`config.mk`:
```
export PLATFORM = sky130hd
export DESIGN_NAME = l2Cache
export DESIGN_NICKNAME = d
export VERILOG_FILES = /design/src/common/busPkg.sv /design/src/common/cachePkg.sv /design/src/common/lookupIf.sv /design/src/l2cache/coherenceCtrl.sv /design/src/l2cache/tagArray.sv /design/src/verilog/l2Cache.sv
export VERILOG_INCLUDE_DIRS = /design/src /design/src/common
export SDC_FILE = /design/constraint.sdc
export NUM_CORES = 2
export LEC_CHECK = 0
export ABC_AREA = 0
export BUFFER_PORTS_ARGS = -buffer_cell sky130_fd_sc_hd__buf_2
export CORE_MARGIN = 1
export CORE_UTILIZATION = 45
export CTS_CLUSTER_DIAMETER = 100
export DETAILED_ROUTE_END_ITERATION = 10
export GPL_ROUTABILITY_DRIVEN = 0
export PLACE_DENSITY = 0.62
export SETUP_SLACK_MARGIN = 0.2
export SLEW_MARGIN = 40
export SYNTH_ARGS = -nofsm -noshare
export SYNTH_HDL_FRONTEND = slang
export SYNTH_HIERARCHICAL = 1
export SYNTH_SLANG_ARGS = --single-unit
```
`constraint.sdc`:
```
create_clock -name clk -period 6.4 [get_ports clk]
set_input_delay 1.28 -clock clk [delete_from_list [all_inputs] [get_ports clk]]
set_output_delay 1.28 -clock clk [all_outputs]
set_load 0.01 [all_outputs]
```
`src/common/l2CacheDefs_defs.svh`:
```
// Address split, cache geometry and flow-control sizes
// for the snooping L2 directory
`ifndef L2_CACHE_DEFS_SVH
`define L2_CACHE_DEFS_SVH

// Address split: tag | index | byte select
`define ADDR_BITS     32
`define OFFSET_BITS   6
`define INDEX_BITS    4
`define TAG_BITS      22

// Four ways per set
`define WAYS          4

// Inbound channel sizing
`define REQ_DEPTH     2
`define SNOOP_CREDITS 1

`endif

```
`src/common/busPkg.sv`:
```
// Command encodings for the L1 channel, the shared bus
// and the snoop responses
package busPkg;

  // L1 requests; an instruction fetch is sent as a data read
  typedef enum logic {
    L1_READ,
    L1_WRITE
  } l1OpT;

  // Shared-bus operations
  // Snooped requests only ever carry READ, RFO or INVALIDATE
  typedef enum logic [1:0] {
    BUS_READ,
    BUS_RFO,
    BUS_INVALIDATE,
    BUS_WRITEBACK
  } busOpT;

  // Snoop answer, also returned to us with our own bus reads
  typedef enum logic [1:0] {
    SNOOP_MISS = 2'b00,
    SNOOP_HIT  = 2'b01,
    SNOOP_HITM = 2'b10
  } snoopResultT;

endpackage

```
`src/common/cachePkg.sv`:
```
// Cache geometry types: address fields, way numbers, LRU ages,
// MESI line state and statistics counters
package cachePkg;

`include "l2CacheDefs_defs.svh"

  // Full byte address as seen on both inbound channels
  typedef logic [`ADDR_BITS-1:0] addrT;

  // Upper address bits stored per line
  typedef logic [`TAG_BITS-1:0] tagT;

  // Set select
  typedef logic [`INDEX_BITS-1:0] indexT;

  // One of four ways
  typedef logic [$clog2(`WAYS)-1:0] wayT;

  // Age 0 is the most recently used way, age WAYS-1 the oldest
  typedef logic [$clog2(`WAYS)-1:0] lruAgeT;

  // Line coherence state
  typedef enum logic [1:0] {
    MESI_M,
    MESI_E,
    MESI_S,
    MESI_I
  } mesiT;

  // Hit, miss, read and write statistics
  typedef logic [31:0] counterT;

endpackage

```
`src/common/lookupIf.sv`:
```
// Lookup and update channel between the coherence controller
// and the tag array
`timescale 1ns/1ps

interface lookupIf;
  import cachePkg::*;

  // Lookup request, results come back registered one cycle later
  logic  lookupValid;
  tagT   lookupTag;
  indexT lookupIndex;
  logic  hit;
  wayT   hitWay;
  mesiT  hitState;
  wayT   victimWay;
  mesiT  victimState;
  tagT   victimTag;

  // Line update, always applied to the set last looked up
  logic  updateValid;
  wayT   updateWay;
  tagT   updateTag;
  mesiT  updateState;
  logic  updateTouch;

  modport ctrl (
    output lookupValid, lookupTag, lookupIndex,
    output updateValid, updateWay, updateTag, updateState, updateTouch,
    input  hit, hitWay, hitState, victimWay, victimState, victimTag
  );

  modport array (
    input  lookupValid, lookupTag, lookupIndex,
    input  updateValid, updateWay, updateTag, updateState, updateTouch,
    output hit, hitWay, hitState, victimWay, victimState, victimTag
  );
endinterface

```
`src/l2cache/coherenceCtrl.sv`:
```
// L1 request queue, snoop holding register and MESI state machine
// Shared-bus sequencing, credit return and statistics counters
`timescale 1ns/1ps
`include "l2CacheDefs_defs.svh"

module coherenceCtrl (
  input  logic                clk,
  input  logic                arstN,
  input  logic                l1ReqValid,
  input  busPkg::l1OpT        l1ReqOp,
  input  cachePkg::addrT      l1ReqAddr,
  output logic                l1Credit,
  output logic                l1RespValid,
  output logic                l1RespHit,
  input  logic                snoopValid,
  input  busPkg::busOpT       snoopOp,
  input  cachePkg::addrT      snoopAddr,
  output logic                snoopCredit,
  output logic                snoopRespValid,
  output busPkg::snoopResultT snoopResult,
  output logic                busReqValid,
  output busPkg::busOpT       busOp,
  output cachePkg::addrT      busAddr,
  input  logic                busRespValid,
  input  busPkg::snoopResultT busSnoopResult,
  output cachePkg::counterT   hitCount,
  output cachePkg::counterT   missCount,
  output cachePkg::counterT   readCount,
  output cachePkg::counterT   writeCount,
  lookupIf.ctrl               lookup
);
  import cachePkg::*;
  import busPkg::*;

  localparam int PTR_BITS = $clog2(`REQ_DEPTH);
  localparam int CNT_BITS = $clog2(`REQ_DEPTH + 1);

  typedef enum logic [2:0] {IDLE, LOOKUP, DECIDE, WRITEBACK, BUSREQ, FINISH} stateT;

  stateT state, stateNext;

  // L1 request FIFO
  l1OpT  qOp   [`REQ_DEPTH];
  addrT  qAddr [`REQ_DEPTH];
  logic [PTR_BITS-1:0] wrPtr, rdPtr;
  logic [CNT_BITS-1:0] qCount;

  // Snoop holding register
  logic  snoopPending;
  busOpT snoopOpReg;
  addrT  snoopAddrReg;

  // Operation in progress
  logic  curIsSnoop, curHitReg;
  l1OpT  curL1Op;
  busOpT curSnoopOp, busOpReg;
  addrT  curAddr;
  tagT   curTag, wbTagReg;
  indexT curIndex;
  wayT   wayReg;
  snoopResultT busResReg;

  logic  snoopAvail, l1Avail, takeSnoop, takeL1, needInval, l1Retire;

  assign curTag   = curAddr[`ADDR_BITS-1 -: `TAG_BITS];
  assign curIndex = curAddr[`OFFSET_BITS +: `INDEX_BITS];

  // ************************************************************************
  // Intake, snoops win over queued L1 requests
  // ************************************************************************
  assign snoopAvail = snoopPending || snoopValid;
  assign l1Avail    = (qCount != '0) || l1ReqValid;
  assign takeSnoop  = (state == IDLE) && snoopAvail;
  assign takeL1     = (state == IDLE) && !snoopAvail && l1Avail;

  always_ff @(posedge clk) begin
    if (l1ReqValid) begin
      qOp[wrPtr]   <= l1ReqOp;
      qAddr[wrPtr] <= l1ReqAddr;
    end
    if (snoopValid) begin
      snoopOpReg   <= snoopOp;
      snoopAddrReg <= snoopAddr;
    end
    // Empty queue or idle snoop register is bypassed
    if (takeSnoop) begin
      curSnoopOp <= snoopPending ? snoopOpReg : snoopOp;
      curAddr    <= snoopPending ? snoopAddrReg : snoopAddr;
    end else if (takeL1) begin
      curL1Op <= (qCount != '0) ? qOp[rdPtr] : l1ReqOp;
      curAddr <= (qCount != '0) ? qAddr[rdPtr] : l1ReqAddr;
    end
    // Decision for the remaining steps
    if (state == DECIDE) begin
      curHitReg <= lookup.hit;
      wayReg    <= lookup.hit ? lookup.hitWay : lookup.victimWay;
      wbTagReg  <= curIsSnoop ? curTag : lookup.victimTag;
      busOpReg  <= lookup.hit ? BUS_INVALIDATE :
                   (curL1Op == L1_WRITE) ? BUS_RFO : BUS_READ;
    end
    if ((state == BUSREQ) && busRespValid) begin
      busResReg <= busSnoopResult;
    end
  end

  always_ff @(posedge clk or negedge arstN) begin
    if (!arstN) begin
      state        <= IDLE;
      curIsSnoop   <= 1'b0;
      snoopPending <= 1'b0;
      wrPtr        <= '0;
      rdPtr        <= '0;
      qCount       <= '0;
      hitCount     <= '0;
      missCount    <= '0;
      readCount    <= '0;
      writeCount   <= '0;
    end else begin
      state        <= stateNext;
      snoopPending <= takeSnoop ? (snoopPending && snoopValid) : snoopAvail;
      if (takeSnoop || takeL1) begin
        curIsSnoop <= takeSnoop;
      end
      if (l1ReqValid) begin
        wrPtr <= (wrPtr == PTR_BITS'(`REQ_DEPTH - 1)) ? '0 : wrPtr + 1'b1;
      end
      if (takeL1) begin
        rdPtr <= (rdPtr == PTR_BITS'(`REQ_DEPTH - 1)) ? '0 : rdPtr + 1'b1;
      end
      if (l1ReqValid && !takeL1) begin
        qCount <= qCount + 1'b1;
      end else if (!l1ReqValid && takeL1) begin
        qCount <= qCount - 1'b1;
      end
      // Statistics at retirement
      if (l1Retire) begin
        if (curL1Op == L1_WRITE) writeCount <= writeCount + 1'b1;
        else readCount <= readCount + 1'b1;
        if (l1RespHit) hitCount <= hitCount + 1'b1;
        else missCount <= missCount + 1'b1;
      end
    end
  end

  // ************************************************************************
  // MESI state machine
  // ************************************************************************
  // Write to a shared line has to invalidate the other copies first
  assign needInval = (curL1Op == L1_WRITE) && (lookup.hitState == MESI_S);

  always_comb begin
    stateNext = state;
    case (state)
      IDLE:      if (takeSnoop || takeL1) stateNext = LOOKUP;
      LOOKUP:    stateNext = DECIDE;
      DECIDE: begin
        if (curIsSnoop) begin
          stateNext = (lookup.hit && lookup.hitState == MESI_M) ? WRITEBACK : IDLE;
        end else if (lookup.hit) begin
          stateNext = needInval ? BUSREQ : IDLE;
        end else begin
          // Dirty victim goes out before the fill
          stateNext = (lookup.victimState == MESI_M) ? WRITEBACK : BUSREQ;
        end
      end
      WRITEBACK: if (busRespValid) stateNext = curIsSnoop ? FINISH : BUSREQ;
      BUSREQ:    if (busRespValid) stateNext = FINISH;
      default:   stateNext = IDLE;
    endcase
  end

  // Lookup and update drive
  assign lookup.lookupValid = (state == LOOKUP);
  assign lookup.lookupTag   = curTag;
  assign lookup.lookupIndex = curIndex;
  assign lookup.updateTag   = curTag;

  always_comb begin
    lookup.updateValid = 1'b0;
    lookup.updateTouch = 1'b0;
    lookup.updateWay   = lookup.hitWay;
    lookup.updateState = lookup.hitState;
    if (state == DECIDE && lookup.hit) begin
      if (curIsSnoop) begin
        // Snoop read keeps a shared copy, RFO and invalidate drop it
        lookup.updateValid = 1'b1;
        lookup.updateState = (curSnoopOp == BUS_READ) ? MESI_S : MESI_I;
      end else if (!needInval) begin
        lookup.updateValid = 1'b1;
        lookup.updateTouch = 1'b1;
        if (curL1Op == L1_WRITE) lookup.updateState = MESI_M;
      end
    end else if (state == FINISH && !curIsSnoop) begin
      // Fill, or upgrade after the invalidate
      lookup.updateValid = 1'b1;
      lookup.updateTouch = 1'b1;
      lookup.updateWay   = wayReg;
      lookup.updateState = (curL1Op == L1_WRITE) ? MESI_M :
                           (busResReg == SNOOP_MISS) ? MESI_E : MESI_S;
    end
  end

  // ************************************************************************
  // Responses, credits and shared bus
  // ************************************************************************
  assign l1Retire    = !curIsSnoop && ((state == DECIDE && lookup.hit && !needInval) ||
                                       state == FINISH);
  assign l1RespValid = l1Retire;
  assign l1Credit    = l1Retire;
  assign l1RespHit   = (state == DECIDE) ? lookup.hit : curHitReg;

  assign snoopRespValid = (state == DECIDE) && curIsSnoop;
  assign snoopResult    = !lookup.hit ? SNOOP_MISS :
                          (lookup.hitState == MESI_M) ? SNOOP_HITM : SNOOP_HIT;
  // HITM returns the credit only once the writeback is done
  assign snoopCredit    = curIsSnoop && ((state == FINISH) ||
                          (state == DECIDE && snoopResult != SNOOP_HITM));

  // Held steady by the state registers until busRespValid
  assign busReqValid = (state == WRITEBACK) || (state == BUSREQ);
  assign busOp       = (state == WRITEBACK) ? BUS_WRITEBACK : busOpReg;
  assign busAddr     = {(state == WRITEBACK) ? wbTagReg : curTag, curIndex,
                        {`OFFSET_BITS{1'b0}}};
endmodule

```
`src/l2cache/tagArray.sv`:
```
// Tag, MESI and LRU storage for all sets and ways
// Per-way comparators, hit encoder, victim choice and line update
`timescale 1ns/1ps
`include "l2CacheDefs_defs.svh"

module tagArray (
  input logic    clk,
  input logic    arstN,
  lookupIf.array lookup
);
  import cachePkg::*;

  localparam int NUM_SETS = 1 << `INDEX_BITS;

  // ************************************************************************
  // Storage
  // ************************************************************************
  tagT    tagMem   [`WAYS][NUM_SETS];
  mesiT   stateMem [`WAYS][NUM_SETS];
  lruAgeT ageMem   [`WAYS][NUM_SETS];

  // Set of the last lookup, target of every update
  indexT  lastIndex;

  logic [`WAYS-1:0] wayMatch;
  logic [`WAYS-1:0] wayInvalid;
  logic   hitNext;
  wayT    hitWayNext;
  wayT    victimWayNext;
  lruAgeT touchedAge;

  // ************************************************************************
  // Comparators, one per way
  // ************************************************************************
  for (genvar w = 0; w < `WAYS; w++) begin : g_way
    // Invalid lines never hit, whatever their stale tag
    assign wayInvalid[w] = (stateMem[w][lookup.lookupIndex] == MESI_I);
    assign wayMatch[w]   = (tagMem[w][lookup.lookupIndex] == lookup.lookupTag) &&
                           !wayInvalid[w];
  end

  // Priority encoders for the hit way and the victim way
  always_comb begin
    hitNext       = |wayMatch;
    hitWayNext    = '0;
    victimWayNext = '0;
    // Lowest matching way
    for (int w = `WAYS - 1; w >= 0; w--) begin
      if (wayMatch[w]) begin
        hitWayNext = wayT'(w);
      end
    end
    // Lowest invalid way first, otherwise the oldest one
    if (|wayInvalid) begin
      for (int w = `WAYS - 1; w >= 0; w--) begin
        if (wayInvalid[w]) begin
          victimWayNext = wayT'(w);
        end
      end
    end else begin
      for (int w = 0; w < `WAYS; w++) begin
        if (ageMem[w][lookup.lookupIndex] == lruAgeT'(`WAYS - 1)) begin
          victimWayNext = wayT'(w);
        end
      end
    end
  end

  // Results are held until the next lookup
  always_ff @(posedge clk) begin
    if (lookup.lookupValid) begin
      lastIndex          <= lookup.lookupIndex;
      lookup.hit         <= hitNext;
      lookup.hitWay      <= hitWayNext;
      lookup.hitState    <= stateMem[hitWayNext][lookup.lookupIndex];
      lookup.victimWay   <= victimWayNext;
      lookup.victimState <= stateMem[victimWayNext][lookup.lookupIndex];
      lookup.victimTag   <= tagMem[victimWayNext][lookup.lookupIndex];
    end
  end

  // ************************************************************************
  // Line update and LRU aging
  // ************************************************************************
  assign touchedAge = ageMem[lookup.updateWay][lastIndex];

  always_ff @(posedge clk) begin
    if (lookup.updateValid) begin
      tagMem[lookup.updateWay][lastIndex] <= lookup.updateTag;
    end
  end

  always_ff @(posedge clk or negedge arstN) begin
    if (!arstN) begin
      // All lines invalid, way i starts at age i
      for (int s = 0; s < NUM_SETS; s++) begin
        for (int w = 0; w < `WAYS; w++) begin
          stateMem[w][s] <= MESI_I;
          ageMem[w][s]   <= lruAgeT'(w);
        end
      end
    end else if (lookup.updateValid) begin
      stateMem[lookup.updateWay][lastIndex] <= lookup.updateState;
      if (lookup.updateTouch) begin
        // Touched way becomes newest, younger ways age by one
        for (int w = 0; w < `WAYS; w++) begin
          if (wayT'(w) == lookup.updateWay) begin
            ageMem[w][lastIndex] <= '0;
          end else if (ageMem[w][lastIndex] < touchedAge) begin
            ageMem[w][lastIndex] <= ageMem[w][lastIndex] + 1'b1;
          end
        end
      end
    end
  end
endmodule

```
`src/verilog/l2Cache.sv`:
```
// L2 directory top level
// Coherence controller and tag array joined by the lookup interface
`timescale 1ns/1ps

module l2Cache (
  input  logic                clk,
  input  logic                arstN,
  // L1 request channel, credit based
  input  logic                l1ReqValid,
  input  busPkg::l1OpT        l1ReqOp,
  input  cachePkg::addrT      l1ReqAddr,
  output logic                l1Credit,
  output logic                l1RespValid,
  output logic                l1RespHit,
  // Snoop channel, credit based
  input  logic                snoopValid,
  input  busPkg::busOpT       snoopOp,
  input  cachePkg::addrT      snoopAddr,
  output logic                snoopCredit,
  output logic                snoopRespValid,
  output busPkg::snoopResultT snoopResult,
  // Shared bus, one request outstanding
  output logic                busReqValid,
  output busPkg::busOpT       busOp,
  output cachePkg::addrT      busAddr,
  input  logic                busRespValid,
  input  busPkg::snoopResultT busSnoopResult,
  // Statistics
  output cachePkg::counterT   hitCount,
  output cachePkg::counterT   missCount,
  output cachePkg::counterT   readCount,
  output cachePkg::counterT   writeCount
);

  lookupIf lookupBus ();

  // Command handling and bus sequencing
  coherenceCtrl i_ctrl (
    .clk, .arstN,
    .l1ReqValid, .l1ReqOp, .l1ReqAddr, .l1Credit, .l1RespValid, .l1RespHit,
    .snoopValid, .snoopOp, .snoopAddr, .snoopCredit, .snoopRespValid, .snoopResult,
    .busReqValid, .busOp, .busAddr, .busRespValid, .busSnoopResult,
    .hitCount, .missCount, .readCount, .writeCount,
    .lookup (lookupBus.ctrl)
  );

  // Tags, MESI state and LRU ages
  tagArray i_tags (
    .clk,
    .arstN,
    .lookup (lookupBus.array)
  );
endmodule
```
==> flow_summary_export.csv <==
group,metric,value,unit
global_routing,grt_overflow_total,0,
min_path,hold_class,"input pin to async pin",
sta,finalHoldViolations,0,
routing,first_pass_iters,5,
global_routing,grt_usage,0.3235,
sta,fmax,0.1644,GHz
die,die_w,468.2,µm
worst_setup_path,worstRegToRegCells,15,
clock_network,clk_path_buf_depth,3,
die,core,215300,µm²
cells_and_area,multiInputGateArea,38290,µm²
placement,place_area,104900,µm²
clock_network,cts-htree-levels,4,
worst_setup_path,r2r-end,"i_tags/lookup.hitState[0]",
synth,ys_warn_count,6,
pwr,clkPwrFrac,0.188,
synth,synth_flop_cell,"edfxtp_1",
clock_network,cts_resized,0,
worst_setup_path,cp_slowest_cell,"edfxtp_1",
sta,setup_violations,0,
synth,yosysUniqueCellTypes,96,
synth,syn_inst,5846,
clock_network,cts.clk_slew.worst_paths,60,ps
routing,drc,0,
die,initial_utilization,0.4543,
routing,vias_per_cell,6.722,
pwr,power_frac_comb,0.543,
cells_and_area,fill_cells,17296,
pwr,vdd_ir_drop_max,600.7,µV
clock_network,cts_hold_buf,0,
worst_setup_path,arrival,6680,ps
worst_setup_path,critPathBufInv,4,
die,num_rows,170,
global_routing,antenna_found_initial,17,
worst_setup_path,critPathCaptureType,"flip-flop",
job,cap_violations,0,
sta,fin_ws,316.5,ps
synth,seq_area_frac_synth,0.5890,
pwr,pwr-share-seq,0.268,
cells_and_area,finalNetCount,6323,
worst_setup_path,path_cells,"buf_12, buf_4, mux4_2, mux4_2, xnor2_1, nand3_1, nor3_1, buf_4, nor4b_4, o211ai_4, inv_6, mux4_2, a22oi_1, o211ai_1, and4_1",
worst_setup_path,r2r-start,"i_ctrl/curAddr[7]",
die,io_pins,244,
synth,yosysTopAreaCell,"edfxtp_1",
die,die_area,219200,µm²
cells_and_area,drive_gt1_frac,0.3484,
clock_network,cts_tree,"yes",
worst_setup_path,r2r_slack,320,ps
sta,drv_slew,0,
routing,routed_wl,357.8,mm
sta,rsz0062_at_grt,"false",
pwr,p_leak,38.94,nW
synth,ys_ff_latch,1976,
pwr,sw_frac_of_total,0.3983,
synth,synthesis.area,97790,µm²
clock_network,numCtsBuffers,210,
worst_setup_path,slowest_delay,940,ps
synth,synth_top_area_frac,0.4858,
placement,port_buffers,225,
cells_and_area,layout.cells.non_filler,9271,
sta,whs,334.8,ps
worst_setup_path,path_class,"flip-flop to flip-flop",
sta,tightest_slew,955.9,ps
clock_network,cts_root_buf,"clkbuf_16",
sta,finalSetupTns,0,ps
worst_setup_path,start_kind,"flip-flop",
global_routing,grt_start_max_net_pins,122,
sta,skew,53.09,ps
sta,relSlewSlack,0.3558,
run_status,status,"complete, no violations",
placement,preCtsSetupSlack,504.7,ps
worst_setup_path,cp.required,7000,ps
global_routing,grt_pass1_wl,492.1,mm
worst_setup_path,cp_top_family,"multiplexers",
cells_and_area,design_area,111800,µm²
global_routing,grt_pass1_vias,60597,
synth,postSynthAreaPerCell,16.73,µm²
worst_setup_path,cp_max_fo,40,
clock_network,cts_sinks,1976,
routing,wl_per_cell,38.59,µm
pwr,p_int,39.21,mW
synth,yosys-top-cells-area,"edfxtp_1 (49%), mux4_2 (16%), mux2i_1 (10%), dfstp_2 (5.2%), dfrtp_1 (5.1%)",
placement,dp_cells,8861,
die,fp.dieH,468.2,µm
cells_and_area,layout-area-overhead-vs-synth,14.30,%
pwr,power_density,582.9,nW/µm²
clock_network,clk_latency,890,ps
cells_and_area,regArea,57610,µm²
placement,hpwlAfterDp,236.1,mm
pwr,p_sw,25.95,mW
worst_setup_path,cp_common_cell,"mux4_2",
clock_network,post_cts_buffers,0,
routing,ant_nets,0,
sta,fin_crit,6084,ps
sta,timing.final.crit_share,0.9505,
routing,drtIter0Drc,9200,
synth,synth_edf_count,1582,
routing,via_count,62321,
synth,synth-async-reset-ratio,0.1989,
-- synthesized netlist by cell type, types with 53 or more instances --
library cell,instances
a21oi_1,53
buf_2,134
buf_4,86
clkbuf_1,138
dfrtp_1,201
dfstp_2,192
edfxtp_1,1582
mux2_2,324
mux2i_1,1015
mux4_2,676
nand2_1,211
nand3_1,112
nor2_1,221
o21ai_0,62
xnor2_1,168
xor2_1,78
-- layout by cell type, fill, tap and decap left out, types with 32 or more instances in the layout --
cell       count
buf_4        270
and3_1        35
clkinv_1      40
buf_2        224
clkbuf_1      59
nand2_1      209
mux2i_1     1015
edfxtp_1    1582
clkinv_2      41
mux4_2       676
nor2_4        65
dfrtp_1      199
a21oi_1       51
xnor2_1      164
nand3_1      109
nand4_1       50
buf_12        72
o21ai_0       61
dfstp_2      192
nor2_1       152
xor2_1        77
a211oi_1      32
clkbuf_16    211
mux2_2       324
-- per-layer routing --
layer  up-vias  part of all wire  GRT usage
li1      24332                 -          -
met1     32816              0.38     0.4343
met2      4367              0.45     0.4876
met3       798              0.12    0.08586
met4         8             0.054     0.1571
met5         -           0.00014          0
-- worst reg2reg max path: cells and delay by family (launching register included) --
family / cells / cell delay (ps)
simple gates: 4 / 1160
buf+inv: 4 / 1140
xor+xnor: 1 / 580
mux: 3 / 1290
compound gates: 3 / 700
flops: 1 / 940
-- layout make-up --
class,count,share of cell area
clock buffers,283,0.05082
diodes,6,0.0001343
inverters,33,0.001354
multi-input cells,3411,0.3426
clock inverters,116,0.01013
well taps,2838,0.03177
flip-flops and latches,1976,0.5154
repair buffers,608,0.04786
-- cell families (layout without fill, tap and decap cells) --
kind of cell,after synthesis,count (layout),share of synthesized area
muxes,2015,2015,0.2969
DFF,1976,1976,0.5890
and+or+nand+nor,790,790,0.03991
buffers and inverters,464,1040,0.02624
AOI/OAI and AO/OA,345,345,0.02476
xor gates and xnor gates,246,246,0.02203
adders and majority gates,9,9,0.001152
other,1,12,0.00003835
-- worst max path at each step --
stage | start | to | slack, ps | cells after the start
finish | i_ctrl/curAddr[7] | i_tags/lookup.hitState[0] | 320 | 15
global route | i_ctrl/curAddr[7] | i_tags/lookup.hitState[0] | 230 | 15
CTS | i_ctrl/curAddr[7] | i_tags/lookup.hitState[0] | 420 | 15
detailed placement | i_ctrl/curAddr[7] | i_tags/lookup.hitState[0] | 500 | 15
global placement | i_ctrl/curAddr[7] | i_tags/lookup.hitState[0] | 450 | 15
floorplan | i_ctrl/state[1] | i_tags/ageMem[96] | 630 | 20
-- metrics by stage --
| step | utilization | power (mW) |
|---|---|---|
| 2_1_floorplan | - | 41.28 |
| 3_3_place_gp | 0.4836 | 52.04 |
| 3_5_place_dp | 0.4871 | 52.40 |
| 4_1_cts | 0.5188 | 64.62 |
| 5_1_grt | 0.5192 | 66.94 |
| 6_report | 0.5193 | 65.16 |
-- registers in the layout, summed over array words and instances, names as in the netlist, 3 cells and up --
register and flops:
i_tags/tagMem 1408, i_tags/ageMem 128, i_tags/stateMem 128, i_ctrl/qAddr 52
i_ctrl/hitCount 32, i_ctrl/missCount 32, i_ctrl/readCount 32, i_ctrl/writeCount 32
i_ctrl/curAddr 26, i_ctrl/snoopAddrReg 26, i_ctrl/wbTagReg 22, i_tags/lookup.victimTag 22
i_tags/lastIndex 4, i_ctrl/state 3
-- power by group through the flow --
stage / clock [mW] / combinational [mW] / sequential, mW
final: 12.3 / 35.4 / 17.5
after global routing: 12.8 / 36.6 / 17.5
after CTS: 12.4 / 34.8 / 17.5
after detailed placement: 0 / 34.7 / 17.7
after global placement: 0 / 34.3 / 17.7
after floorplan: 0 / 24.1 / 17.1
(Power assumes the default switching activity.)
